File: config.mk
export PLATFORM = sky130hd
export DESIGN_NAME = frontend_top
export DESIGN_NICKNAME = d
export VERILOG_FILES = /design/src/common/frontend_pkg.sv /design/src/design/frontend_ctrl.sv /design/src/decode/inst_decoder.sv /design/src/rename/rename_table.sv /design/src/rob/reorder_buffer.sv /design/src/issue/issue_queue.sv /design/src/design/frontend_top.sv
export SDC_FILE = /design/constraint.sdc
export NUM_CORES = 2
export LEC_CHECK = 0
export BUFFER_PORTS_ARGS = -buffer_cell sky130_fd_sc_hd__buf_2
export CORE_UTILIZATION = 57
export CTS_CLUSTER_DIAMETER = 80
export DETAILED_ROUTE_END_ITERATION = 16
export HOLD_SLACK_MARGIN = 0.03
export PLACE_DENSITY = 0.82
export SETUP_SLACK_MARGIN = 0.2
export SLEW_MARGIN = 20
export SYNTH_ARGS = -nofsm -noshare
export SYNTH_HDL_FRONTEND = slang
export SYNTH_HIERARCHICAL = 1
export SYNTH_SLANG_ARGS = --single-unit
export TNS_END_PERCENT = 20
File: constraint.sdc
create_clock -name clk -period 9.3 [get_ports clk]
set_input_delay 0.93 -clock clk [delete_from_list [all_inputs] [get_ports clk]]
set_output_delay 0.93 -clock clk [all_outputs]
set_load 0.02 [all_outputs]
File: src/common/frontend_pkg.sv
`default_nettype none

package frontend_pkg;

    typedef logic [31:0] inst_t;      // Raw instruction word
    typedef logic [31:0] addr_t;      // PC
    typedef logic [4:0]  areg_t;      // Architectural register x0..x31
    typedef logic [5:0]  preg_t;      // Physical register tag
    typedef logic [5:0]  rob_idx_t;   // ROB slot
    typedef logic [31:0] imm_t;       // Extended immediate
    typedef logic [3:0]  alu_op_t;
    typedef logic [1:0]  mem_size_t;  // Encoded like funct3[1:0]
    typedef logic [1:0]  fu_t;

    // Major opcodes of the supported subset
    localparam logic [6:0] OP_R_TYPE = 7'b0110011;  // ADD, XOR
    localparam logic [6:0] OP_I_TYPE = 7'b0010011;  // ADDI, ORI, SRAI
    localparam logic [6:0] OP_LOAD   = 7'b0000011;  // LB, LW
    localparam logic [6:0] OP_STORE  = 7'b0100011;  // SB, SW
    localparam logic [6:0] OP_LUI    = 7'b0110111;

    localparam alu_op_t ALU_ADD  = 4'd0;
    localparam alu_op_t ALU_XOR  = 4'd1;
    localparam alu_op_t ALU_OR   = 4'd2;
    localparam alu_op_t ALU_SRA  = 4'd3;
    localparam alu_op_t ALU_PASS = 4'd4;   // Immediate straight through, for LUI

    localparam mem_size_t MEM_BYTE = 2'd0;
    localparam mem_size_t MEM_WORD = 2'd2;

    localparam fu_t FU_ALU0 = 2'd0;
    localparam fu_t FU_ALU1 = 2'd1;
    localparam fu_t FU_MEM  = 2'd2;

    // Storage depths
    localparam int NUM_AREGS = 32;
    localparam int NUM_PREGS = 64;
    localparam int ROB_DEPTH = 64;
    localparam int IQ_DEPTH  = 8;

endpackage

`default_nettype wire

File: src/design/frontend_ctrl.sv
`timescale 1ns/1ns
`default_nettype none

module frontend_ctrl (
    input  logic                clk,
    input  logic                rst_n,
    input  logic                inst_valid,
    input  logic                dec_legal,
    input  logic                dec_reg_write,
    input  frontend_pkg::areg_t dec_rd,
    input  logic                has_free,
    input  logic                iq_full,
    output logic                inst_ready,
    output logic                dec_load,
    output logic                dec_valid,
    output logic                advance,
    output logic                alloc_en
);

    logic needs_tag;   // Writes a real register, x0 excluded

    assign needs_tag = dec_reg_write && (dec_rd != '0);

    // Illegal entries still wait for queue room so that order is kept
    assign advance  = dec_valid && !iq_full && (has_free || !needs_tag);
    assign alloc_en = advance && needs_tag && dec_legal;

    assign inst_ready = !dec_valid || advance;   // Empty or emptying
    assign dec_load   = inst_valid && inst_ready;

    always_ff @(posedge clk or negedge rst_n) begin
        if (!rst_n) begin
            dec_valid <= 1'b0;
        end else if (dec_load) begin
            dec_valid <= 1'b1;    // Refill wins over drain
        end else if (advance) begin
            dec_valid <= 1'b0;
        end
    end

endmodule

`default_nettype wire

File: src/decode/inst_decoder.sv
`timescale 1ns/1ns
`default_nettype none

module inst_decoder (
    input  logic                    clk,
    input  logic                    rst_n,
    input  logic                    dec_load,
    input  frontend_pkg::inst_t     inst,
    input  frontend_pkg::addr_t     inst_pc,
    output logic                    dec_legal,
    output frontend_pkg::addr_t     dec_pc,
    output logic [6:0]              dec_opcode,
    output frontend_pkg::areg_t     dec_rd,
    output frontend_pkg::areg_t     dec_rs1,
    output frontend_pkg::areg_t     dec_rs2,
    output frontend_pkg::imm_t      dec_imm,
    output logic                    dec_alu_src,    // 1 selects the immediate
    output logic                    dec_mem_read,
    output logic                    dec_mem_write,
    output logic                    dec_reg_write,
    output frontend_pkg::alu_op_t   dec_alu_op,
    output frontend_pkg::mem_size_t dec_mem_size
);
    import frontend_pkg::*;

    logic [6:0] opcode;
    logic [2:0] funct3;
    logic [6:0] funct7;
    imm_t       imm_i;
    mem_size_t  size;

    // Next values for the stage registers
    logic       n_legal;
    areg_t      n_rd;
    areg_t      n_rs1;
    areg_t      n_rs2;
    imm_t       n_imm;
    logic       n_alu_src;
    logic       n_mem_read;
    logic       n_mem_write;
    logic       n_reg_write;
    alu_op_t    n_alu_op;

    assign opcode = inst[6:0];
    assign funct3 = inst[14:12];
    assign funct7 = inst[31:25];
    assign imm_i  = {{20{inst[31]}}, inst[31:20]};
    assign size   = (funct3 == 3'b000) ? MEM_BYTE : MEM_WORD;   // LB/SB vs LW/SW

    always_comb begin
        n_legal     = 1'b1;
        n_rd        = '0;     // Unused fields read as x0
        n_rs1       = '0;
        n_rs2       = '0;
        n_imm       = '0;
        n_alu_src   = 1'b0;
        n_mem_read  = 1'b0;
        n_mem_write = 1'b0;
        n_reg_write = 1'b0;
        n_alu_op    = ALU_ADD;
        case (opcode)
            OP_R_TYPE: begin
                n_rd        = inst[11:7];
                n_rs1       = inst[19:15];
                n_rs2       = inst[24:20];
                n_reg_write = 1'b1;
                if ({funct7, funct3} == 10'b0000000_100) begin
                    n_alu_op = ALU_XOR;
                end
            end
            OP_I_TYPE: begin
                n_rd        = inst[11:7];
                n_rs1       = inst[19:15];
                n_imm       = imm_i;
                n_alu_src   = 1'b1;
                n_reg_write = 1'b1;
                if (funct3 == 3'b110) begin
                    n_alu_op = ALU_OR;                        // ORI
                end else if (funct3 == 3'b101 && inst[31:26] == 6'b010000) begin
                    n_alu_op = ALU_SRA;                       // SRAI
                    n_imm    = {27'b0, inst[24:20]};          // shamt
                end
            end
            OP_LOAD: begin
                n_rd        = inst[11:7];
                n_rs1       = inst[19:15];
                n_imm       = imm_i;
                n_alu_src   = 1'b1;
                n_mem_read  = 1'b1;
                n_reg_write = 1'b1;
            end
            OP_STORE: begin
                n_rs1       = inst[19:15];
                n_rs2       = inst[24:20];
                n_imm       = {{20{inst[31]}}, inst[31:25], inst[11:7]};  // Split S-format
                n_alu_src   = 1'b1;
                n_mem_write = 1'b1;
            end
            OP_LUI: begin
                n_rd        = inst[11:7];
                n_imm       = {inst[31:12], 12'b0};
                n_alu_src   = 1'b1;
                n_reg_write = 1'b1;
                n_alu_op    = ALU_PASS;
            end
            default: n_legal = 1'b0;   // Dropped after stage 1
        endcase
    end

    // Fields that steer rename and stall logic
    always_ff @(posedge clk or negedge rst_n) begin
        if (!rst_n) begin
            dec_legal     <= 1'b0;
            dec_rd        <= '0;
            dec_rs1       <= '0;
            dec_rs2       <= '0;
            dec_mem_read  <= 1'b0;
            dec_mem_write <= 1'b0;
            dec_reg_write <= 1'b0;
        end else if (dec_load) begin
            dec_legal     <= n_legal;
            dec_rd        <= n_rd;
            dec_rs1       <= n_rs1;
            dec_rs2       <= n_rs2;
            dec_mem_read  <= n_mem_read;
            dec_mem_write <= n_mem_write;
            dec_reg_write <= n_reg_write;
        end
    end

    // Payload
    always_ff @(posedge clk) begin
        if (dec_load) begin
            dec_pc       <= inst_pc;
            dec_opcode   <= opcode;
            dec_imm      <= n_imm;
            dec_alu_src  <= n_alu_src;
            dec_alu_op   <= n_alu_op;
            dec_mem_size <= (n_mem_read || n_mem_write) ? size : MEM_WORD;
        end
    end

endmodule

`default_nettype wire

File: src/rename/rename_table.sv
`timescale 1ns/1ns
`default_nettype none

module rename_table (
    input  logic                clk,
    input  logic                rst_n,
    input  frontend_pkg::areg_t dec_rs1,
    input  frontend_pkg::areg_t dec_rs2,
    input  frontend_pkg::areg_t dec_rd,
    input  logic                alloc_en,
    output frontend_pkg::preg_t rs1_p,
    output frontend_pkg::preg_t rs2_p,
    output frontend_pkg::preg_t rd_p,
    output logic                has_free
);
    import frontend_pkg::*;

    preg_t                rat [NUM_AREGS];   // Alias table
    logic [NUM_PREGS-1:0] free_list;         // 1 = tag free
    preg_t                first_free;

    // Lowest free tag, the last hit of a downward scan wins
    always_comb begin
        first_free = '0;
        for (int i = NUM_PREGS - 1; i >= 0; i--) begin
            if (free_list[i]) begin
                first_free = preg_t'(i);
            end
        end
    end

    assign has_free = |free_list;

    assign rs1_p = (dec_rs1 == '0) ? '0 : rat[dec_rs1];   // x0 pinned to tag 0
    assign rs2_p = (dec_rs2 == '0) ? '0 : rat[dec_rs2];
    assign rd_p  = (dec_rd == '0) ? '0 : first_free;

    always_ff @(posedge clk or negedge rst_n) begin
        if (!rst_n) begin
            for (int k = 0; k < NUM_AREGS; k++) begin
                rat[k] <= preg_t'(k);        // Identity map
            end
            for (int k = 0; k < NUM_PREGS; k++) begin
                free_list[k] <= (k >= NUM_AREGS);   // Upper half free
            end
        end else if (alloc_en) begin
            rat[dec_rd]     <= rd_p;
            free_list[rd_p] <= 1'b0;   // Never returned, no retirement
        end
    end

endmodule

`default_nettype wire

File: src/rob/reorder_buffer.sv
`timescale 1ns/1ns
`default_nettype none

module reorder_buffer (
    input  logic                   clk,
    input  logic                   rst_n,
    input  logic                   alloc_en,
    input  frontend_pkg::preg_t    rd_p,
    input  frontend_pkg::preg_t    rs1_p,
    input  frontend_pkg::preg_t    rs2_p,
    output frontend_pkg::rob_idx_t head_idx,
    output logic                   src1_busy,
    output logic                   src2_busy
);
    import frontend_pkg::*;

    preg_t                rob_tag [ROB_DEPTH];   // Destination tag per slot
    logic [ROB_DEPTH-1:0] rob_used;              // Slot holds a tag
    logic                 hit1;
    logic                 hit2;

    always_ff @(posedge clk or negedge rst_n) begin
        if (!rst_n) begin
            head_idx <= '0;
            rob_used <= '0;
        end else if (alloc_en) begin
            rob_used[head_idx] <= 1'b1;
            head_idx <= (head_idx == rob_idx_t'(ROB_DEPTH - 1)) ? '0 : head_idx + 1'b1;
        end
    end

    always_ff @(posedge clk) begin
        if (alloc_en) begin
            rob_tag[head_idx] <= rd_p;
        end
    end

    // Associative search over every claimed slot
    always_comb begin
        hit1 = 1'b0;
        hit2 = 1'b0;
        for (int i = 0; i < ROB_DEPTH; i++) begin
            if (rob_used[i] && rob_tag[i] == rs1_p) hit1 = 1'b1;
            if (rob_used[i] && rob_tag[i] == rs2_p) hit2 = 1'b1;
        end
    end

    assign src1_busy = hit1 && (rs1_p != '0);   // Tag 0 is always ready
    assign src2_busy = hit2 && (rs2_p != '0);

endmodule

`default_nettype wire

File: src/issue/issue_queue.sv
`timescale 1ns/1ns
`default_nettype none

module issue_queue (
    input  logic                    clk,
    input  logic                    rst_n,
    input  logic                    advance,
    input  logic                    dec_legal,
    input  frontend_pkg::addr_t     dec_pc,
    input  logic [6:0]              dec_opcode,
    input  frontend_pkg::imm_t      dec_imm,
    input  logic                    dec_alu_src,
    input  logic                    dec_mem_read,
    input  logic                    dec_mem_write,
    input  logic                    dec_reg_write,
    input  frontend_pkg::alu_op_t   dec_alu_op,
    input  frontend_pkg::mem_size_t dec_mem_size,
    input  frontend_pkg::preg_t     rd_p,
    input  frontend_pkg::preg_t     rs1_p,
    input  frontend_pkg::preg_t     rs2_p,
    input  logic                    src1_busy,
    input  logic                    src2_busy,
    input  frontend_pkg::rob_idx_t  head_idx,
    input  logic                    iss_ready,
    output logic                    iq_full,
    output logic                    iss_valid,
    output frontend_pkg::addr_t     iss_pc,
    output frontend_pkg::rob_idx_t  iss_rob_idx,
    output frontend_pkg::preg_t     iss_rd_p,
    output frontend_pkg::preg_t     iss_rs1_p,
    output frontend_pkg::preg_t     iss_rs2_p,
    output logic                    iss_rs1_ready,
    output logic                    iss_rs2_ready,
    output frontend_pkg::fu_t       iss_fu,
    output frontend_pkg::alu_op_t   iss_alu_op,
    output frontend_pkg::imm_t      iss_imm,
    output logic                    iss_alu_src,
    output logic                    iss_mem_read,
    output logic                    iss_mem_write,
    output logic                    iss_reg_write,
    output frontend_pkg::mem_size_t iss_mem_size
);
    import frontend_pkg::*;

    localparam int PTR_W = $clog2(IQ_DEPTH);

    // Entry storage, one array per field
    addr_t     q_pc        [IQ_DEPTH];
    rob_idx_t  q_rob_idx   [IQ_DEPTH];
    preg_t     q_rd_p      [IQ_DEPTH];
    preg_t     q_rs1_p     [IQ_DEPTH];
    preg_t     q_rs2_p     [IQ_DEPTH];
    logic      q_rs1_ready [IQ_DEPTH];
    logic      q_rs2_ready [IQ_DEPTH];
    fu_t       q_fu        [IQ_DEPTH];
    alu_op_t   q_alu_op    [IQ_DEPTH];
    imm_t      q_imm       [IQ_DEPTH];
    logic      q_alu_src   [IQ_DEPTH];
    logic      q_mem_read  [IQ_DEPTH];
    logic      q_mem_write [IQ_DEPTH];
    logic      q_reg_write [IQ_DEPTH];
    mem_size_t q_mem_size  [IQ_DEPTH];

    logic [PTR_W-1:0] wr_ptr;     // Power-of-two depth, wraps on its own
    logic [PTR_W-1:0] rd_ptr;
    logic [PTR_W:0]   count;
    logic             alu_sel;    // Next ALU, 0 = ALU0
    logic             wr_en;
    logic             rd_en;
    logic             is_mem;
    fu_t              new_fu;

    assign wr_en  = advance && dec_legal;
    assign rd_en  = iss_valid && iss_ready;
    assign is_mem = (dec_opcode == OP_LOAD) || (dec_opcode == OP_STORE);
    assign new_fu = is_mem ? FU_MEM : (alu_sel ? FU_ALU1 : FU_ALU0);

    assign iq_full   = (count == IQ_DEPTH);
    assign iss_valid = (count != '0);

    always_ff @(posedge clk or negedge rst_n) begin
        if (!rst_n) begin
            wr_ptr  <= '0;
            rd_ptr  <= '0;
            count   <= '0;
            alu_sel <= 1'b0;
        end else begin
            if (wr_en) wr_ptr <= wr_ptr + 1'b1;
            if (rd_en) rd_ptr <= rd_ptr + 1'b1;
            case ({wr_en, rd_en})
                2'b10:   count <= count + 1'b1;
                2'b01:   count <= count - 1'b1;
                default: ;                         // Both or neither
            endcase
            if (wr_en && !is_mem) alu_sel <= !alu_sel;   // ALU0/ALU1 alternate
        end
    end

    always_ff @(posedge clk) begin
        if (wr_en) begin
            q_pc[wr_ptr]        <= dec_pc;
            q_rob_idx[wr_ptr]   <= head_idx;
            q_rd_p[wr_ptr]      <= rd_p;
            q_rs1_p[wr_ptr]     <= rs1_p;
            q_rs2_p[wr_ptr]     <= rs2_p;
            q_rs1_ready[wr_ptr] <= !src1_busy;
            q_rs2_ready[wr_ptr] <= !src2_busy;
            q_fu[wr_ptr]        <= new_fu;
            q_alu_op[wr_ptr]    <= dec_alu_op;
            q_imm[wr_ptr]       <= dec_imm;
            q_alu_src[wr_ptr]   <= dec_alu_src;
            q_mem_read[wr_ptr]  <= dec_mem_read;
            q_mem_write[wr_ptr] <= dec_mem_write;
            q_reg_write[wr_ptr] <= dec_reg_write;
            q_mem_size[wr_ptr]  <= dec_mem_size;
        end
    end

    // Oldest entry on the issue port
    assign iss_pc        = q_pc[rd_ptr];
    assign iss_rob_idx   = q_rob_idx[rd_ptr];
    assign iss_rd_p      = q_rd_p[rd_ptr];
    assign iss_rs1_p     = q_rs1_p[rd_ptr];
    assign iss_rs2_p     = q_rs2_p[rd_ptr];
    assign iss_rs1_ready = q_rs1_ready[rd_ptr];
    assign iss_rs2_ready = q_rs2_ready[rd_ptr];
    assign iss_fu        = q_fu[rd_ptr];
    assign iss_alu_op    = q_alu_op[rd_ptr];
    assign iss_imm       = q_imm[rd_ptr];
    assign iss_alu_src   = q_alu_src[rd_ptr];
    assign iss_mem_read  = q_mem_read[rd_ptr];
    assign iss_mem_write = q_mem_write[rd_ptr];
    assign iss_reg_write = q_reg_write[rd_ptr];
    assign iss_mem_size  = q_mem_size[rd_ptr];

endmodule

`default_nettype wire

File: src/design/frontend_top.sv
`timescale 1ns/1ns
`default_nettype none

module frontend_top (
    input  logic                    clk,
    input  logic                    rst_n,
    // Instruction input
    input  logic                    inst_valid,
    input  frontend_pkg::inst_t     inst,
    input  frontend_pkg::addr_t     inst_pc,
    output logic                    inst_ready,
    // Issue port
    output logic                    iss_valid,
    output frontend_pkg::addr_t     iss_pc,
    output frontend_pkg::rob_idx_t  iss_rob_idx,
    output frontend_pkg::preg_t     iss_rd_p,
    output frontend_pkg::preg_t     iss_rs1_p,
    output frontend_pkg::preg_t     iss_rs2_p,
    output logic                    iss_rs1_ready,
    output logic                    iss_rs2_ready,
    output frontend_pkg::fu_t       iss_fu,
    output frontend_pkg::alu_op_t   iss_alu_op,
    output frontend_pkg::imm_t      iss_imm,
    output logic                    iss_alu_src,
    output logic                    iss_mem_read,
    output logic                    iss_mem_write,
    output logic                    iss_reg_write,
    output frontend_pkg::mem_size_t iss_mem_size,
    input  logic                    iss_ready
);
    import frontend_pkg::*;

    // Stage control
    logic       dec_load;
    logic       advance;
    logic       alloc_en;

    // Stage-1 registers
    logic       dec_legal;
    addr_t      dec_pc;
    logic [6:0] dec_opcode;
    areg_t      dec_rd;
    areg_t      dec_rs1;
    areg_t      dec_rs2;
    imm_t       dec_imm;
    logic       dec_alu_src;
    logic       dec_mem_read;
    logic       dec_mem_write;
    logic       dec_reg_write;
    alu_op_t    dec_alu_op;
    mem_size_t  dec_mem_size;

    // Rename and ROB lookups, all combinational from stage 1
    preg_t      rs1_p;
    preg_t      rs2_p;
    preg_t      rd_p;
    logic       has_free;
    rob_idx_t   head_idx;
    logic       src1_busy;
    logic       src2_busy;
    logic       iq_full;

    frontend_ctrl u_ctrl (
        .*,
        .dec_valid ()       // Only used inside the controller
    );

    inst_decoder u_decoder (.*);

    rename_table u_rename (.*);

    reorder_buffer u_rob (.*);

    issue_queue u_iq (.*);

endmodule

`default_nettype wire

==> impl_metrics.yaml <==
outcome:
  status: "complete, no violations"
sta:
  final_hold_viol_count: 0
  max-slew-margin-rel_pct: 23.7
  final.period_utilization_pct: 64.6
  max_freq_mhz: 167
  report.final.setup_viol: 0
  post-route-min-period_ns: 6.01
  setup-tns-final_ns: 0
  worst-slew-pin-transition_ns: 1.14
  rsz_0062_raised_after_global_routing: "false"
  clock_skew_ns: 0.0287
  final_max_slew_viol_count: 0
setup_path:
  path_common_cell: "sky130_fd_sc_hd__buf_4"
  critPathLaunchType: "flip-flop"
  cp_num_cells: 14
  startpoint_of_the_worst_slack_reg_to_reg_timing_path: "u_decoder/dec_rs1[0]$_DFFE_PN0P_"
  cp_num_buf_inv: 4
  worst_setup_path_end_kind: "flip-flop"
  r2r_end: "u_iq/q_rs1_ready[0]$_DFFE_PP_"
  rrSetupSlack_ns: 3.29
  worst-setup-path-type: "flip-flop to flip-flop"
  worst-r2r-cell-count: 14
  worst-path-max-fanout: 43
  cp.required_ns: 9.77
  crit_path_max_incr_delay_ns: 0.66
  critical_path.endpoint: "u_iq/q_rs1_ready[0]$_DFFE_PP_"
  crit_chain: "buf_4, mux4_2, mux4_2, mux2i_1, nor2_4, buf_4, buf_4, xor2_1, nor4_1, nor4_1, nand4_1, nor3_1, a21oi_1, inv_1"
  startpoint: "u_decoder/dec_rs1[0]$_DFFE_PN0P_"
  worst_path_dominant_cell_family: "buffers and inverters"
  cp_max_delay_cell: "sky130_fd_sc_hd__dfrtp_4"
  arrival_ns: 6.48
finish:
  fillCellCount: 8216
  areaGrowthSynthToFinish_pct: 10.3
  fin_nets: 4676
  register_area_um2: 47400
  multi_input_area_um2: 23700
  post_route_cells_drive_above_1_share_pct: 26.4
  finish.cell_count_without_fillers: 6387
routing:
  drt_iter0_drc: 5324
  detail-route-antenna-nets: 0
  drt_wl_total_um: 178000
  dr_total_vias: 41800
  viasPerCell: 6.55
  post-route-drc-count: 0
  wire_per_inst_um: 27.9
  drt_first_pass_iters: 9
clock_network:
  clock_sink_count: 1632
  post-cts-setup-buffer-count: 0
  numCtsBuffers: 160
  cts-root-buf: "sky130_fd_sc_hd__clkbuf_16"
  ctsHtreeMaxLevel: 4
  post_cts_hold_buffer_count: 0
  cts.reportedPaths.clkPinSlew_ns: 0.06
  insertion_delay_ns: 0.80
  maximum_number_of_buffers_from_clock_root_to_sink: 3
  post_cts_resized: 0
  cts_tree: "yes"
global_route:
  grt_pass1_wl_um: 267000
  antenna_found_initial: 6
  gr-total-overflow: 0
  number_of_global_route_vias_before_repair: 42600
  grt_use_total_pct: 27.5
  largest_net_degree_at_the_start_of_global_routing: 147
pwr:
  irDropWorstVdd_mv: 0.269
  cellLeakagePower_uw: 0.0265
  power_per_cell_area_nw_per_um2: 201
  design_power_total_uw: 16200
placement:
  routability_congestion: 0.889
  post-place-cells: 6087
  place.detailed.hpwl_um: 98200
  place.port_buffers: 171
floorplan:
  dieArea_um2: 129000
  floorplan.die.height_um: 359
  initial_core_util_pct: 57.7
  core_ar_um2: 126000
  number_of_top_level_pins: 172
  die_width_um: 359
  num_rows: 130
worst_hold_path:
  worstHoldPathType: "input port to async pin"
synthesis:
  synth_area_per_cell_um2: 16.4
  cell_area_after_technology_mapping_um2: 72800
  netlist_instances: 4452
  yosys_warnings: 6
job:
  max_cap_viol_count: 0
## worst min path at each step
| stage | from | endpoint | cells past startpoint |
|---|---|---|---|
| 2_1_floorplan | u_iq/alu_sel$_DFFE_PN0P_ | u_iq/alu_sel$_DFFE_PN0P_ | 1 |
| 6_report | rst_n | u_decoder/dec_mem_read$_DFFE_PN0P_ | 1 |
| 3_3_place_gp | u_rename/free_list[62]$_DFFE_PN1P_ | u_rename/free_list[62]$_DFFE_PN1P_ | 2 |
| 5_1_grt | rst_n | u_decoder/dec_mem_read$_DFFE_PN0P_ | 1 |
| 3_5_place_dp | u_rename/free_list[45]$_DFFE_PN1P_ | u_rename/free_list[45]$_DFFE_PN1P_ | 2 |
| 4_1_cts | rst_n | u_decoder/dec_mem_read$_DFFE_PN0P_ | 1 |
## power by group
group          internal (uW)  switching (uW)
Combinational            806             890
Clock                   3750            2750
Sequential              7800             160
## routing by layer
metal	up-vias	track usage (%)	part of all wire, %
li1	17400	-	-
met1	21600	36.2	38
met2	2425	45.3	49
met3	438	5.87	9.4
met4	8	10.2	3.4
met5	-	0	0.020
## cell type report
| type | count | share of cell area, % |
|---|---|---|
| diodes | 5 | 0.0156 |
| clock buffers | 212 | 5.55 |
| clock inverters | 81 | 1.02 |
| inverters | 79 | 0.376 |
| multi-input cells | 2489 | 29.6 |
| flip-flops and latches | 1632 | 59.0 |
| well taps | 1650 | 2.57 |
| repair buffers | 239 | 1.88 |
## metrics by stage
step                util (%)  hold slack [ns]  instance area (um^2)  setup slack, ns
floorplan                  -            0.437                 72800            0.242
global placement        59.4            0.456                 74900             3.48
detailed placement      59.4            0.463                 74900             3.40
CTS                     63.5           0.0742                 80200             3.40
global route            63.6           0.0832                 80300             3.21
finish                  63.6           0.0754                 80300             3.29
## cell usage in the layout, fill, tap and decap left out, types with 12 or more instances in the layout
master                      instances
sky130_fd_sc_hd__edfxtp_1        1275
sky130_fd_sc_hd__xnor2_1          390
sky130_fd_sc_hd__xor2_1           386
sky130_fd_sc_hd__mux4_2           324
sky130_fd_sc_hd__dfrtp_1          238
sky130_fd_sc_hd__nor4_1           177
sky130_fd_sc_hd__buf_2            170
sky130_fd_sc_hd__clkbuf_16        167
sky130_fd_sc_hd__nand2_1          166
sky130_fd_sc_hd__mux2_2           159
sky130_fd_sc_hd__nand4_1          142
sky130_fd_sc_hd__nor2_1           138
sky130_fd_sc_hd__dfstp_2          112
sky130_fd_sc_hd__o21ai_0           90
sky130_fd_sc_hd__inv_1             74
sky130_fd_sc_hd__or2_2             69
sky130_fd_sc_hd__a21oi_1           59
sky130_fd_sc_hd__buf_4             58
sky130_fd_sc_hd__mux2_4            43
sky130_fd_sc_hd__a41oi_1           42
sky130_fd_sc_hd__clkbuf_1          34
sky130_fd_sc_hd__clkinv_2          32
sky130_fd_sc_hd__nand3_1           31
sky130_fd_sc_hd__nor3_1            24
sky130_fd_sc_hd__clkinv_1          21
sky130_fd_sc_hd__nor2_4            19
sky130_fd_sc_hd__o41a_1            15
sky130_fd_sc_hd__nor2b_1           14
sky130_fd_sc_hd__mux2i_1           14
sky130_fd_sc_hd__bufinv_16         13
sky130_fd_sc_hd__nand2b_1          13
sky130_fd_sc_hd__and2_1            12
## registers in the layout, indices dropped and copies added, names as in the netlist, 32 cells and up
register,count
u_decoder/dec_pc,32
u_rename/rat,192
u_rename/free_list,64
u_iq/q_rs1_p,48
u_iq/q_imm,256
u_rob/rob_used,64
u_iq/q_rob_idx,48
u_iq/q_pc,256
u_decoder/dec_imm,32
u_iq/q_alu_op,32
u_rob/rob_tag,384
u_iq/q_rs2_p,48
u_iq/q_rd_p,48
## worst register-to-register path: stages (launching register included)
cell and delay [ns]:
sky130_fd_sc_hd__dfrtp_4 0.66, sky130_fd_sc_hd__buf_4 0.60, sky130_fd_sc_hd__mux4_2 0.59, sky130_fd_sc_hd__mux4_2 0.46, sky130_fd_sc_hd__mux2i_1 0.38, sky130_fd_sc_hd__nor2_4 0.03, sky130_fd_sc_hd__buf_4 0.43, sky130_fd_sc_hd__buf_4 0.49
sky130_fd_sc_hd__xor2_1 0.29, sky130_fd_sc_hd__nor4_1 0.52, sky130_fd_sc_hd__nor4_1 0.21, sky130_fd_sc_hd__nand4_1 0.15, sky130_fd_sc_hd__nor3_1 0.06, sky130_fd_sc_hd__a21oi_1 0.54, sky130_fd_sc_hd__inv_1 0.27
No activity file was read; power rests on OpenSTA's default activity.
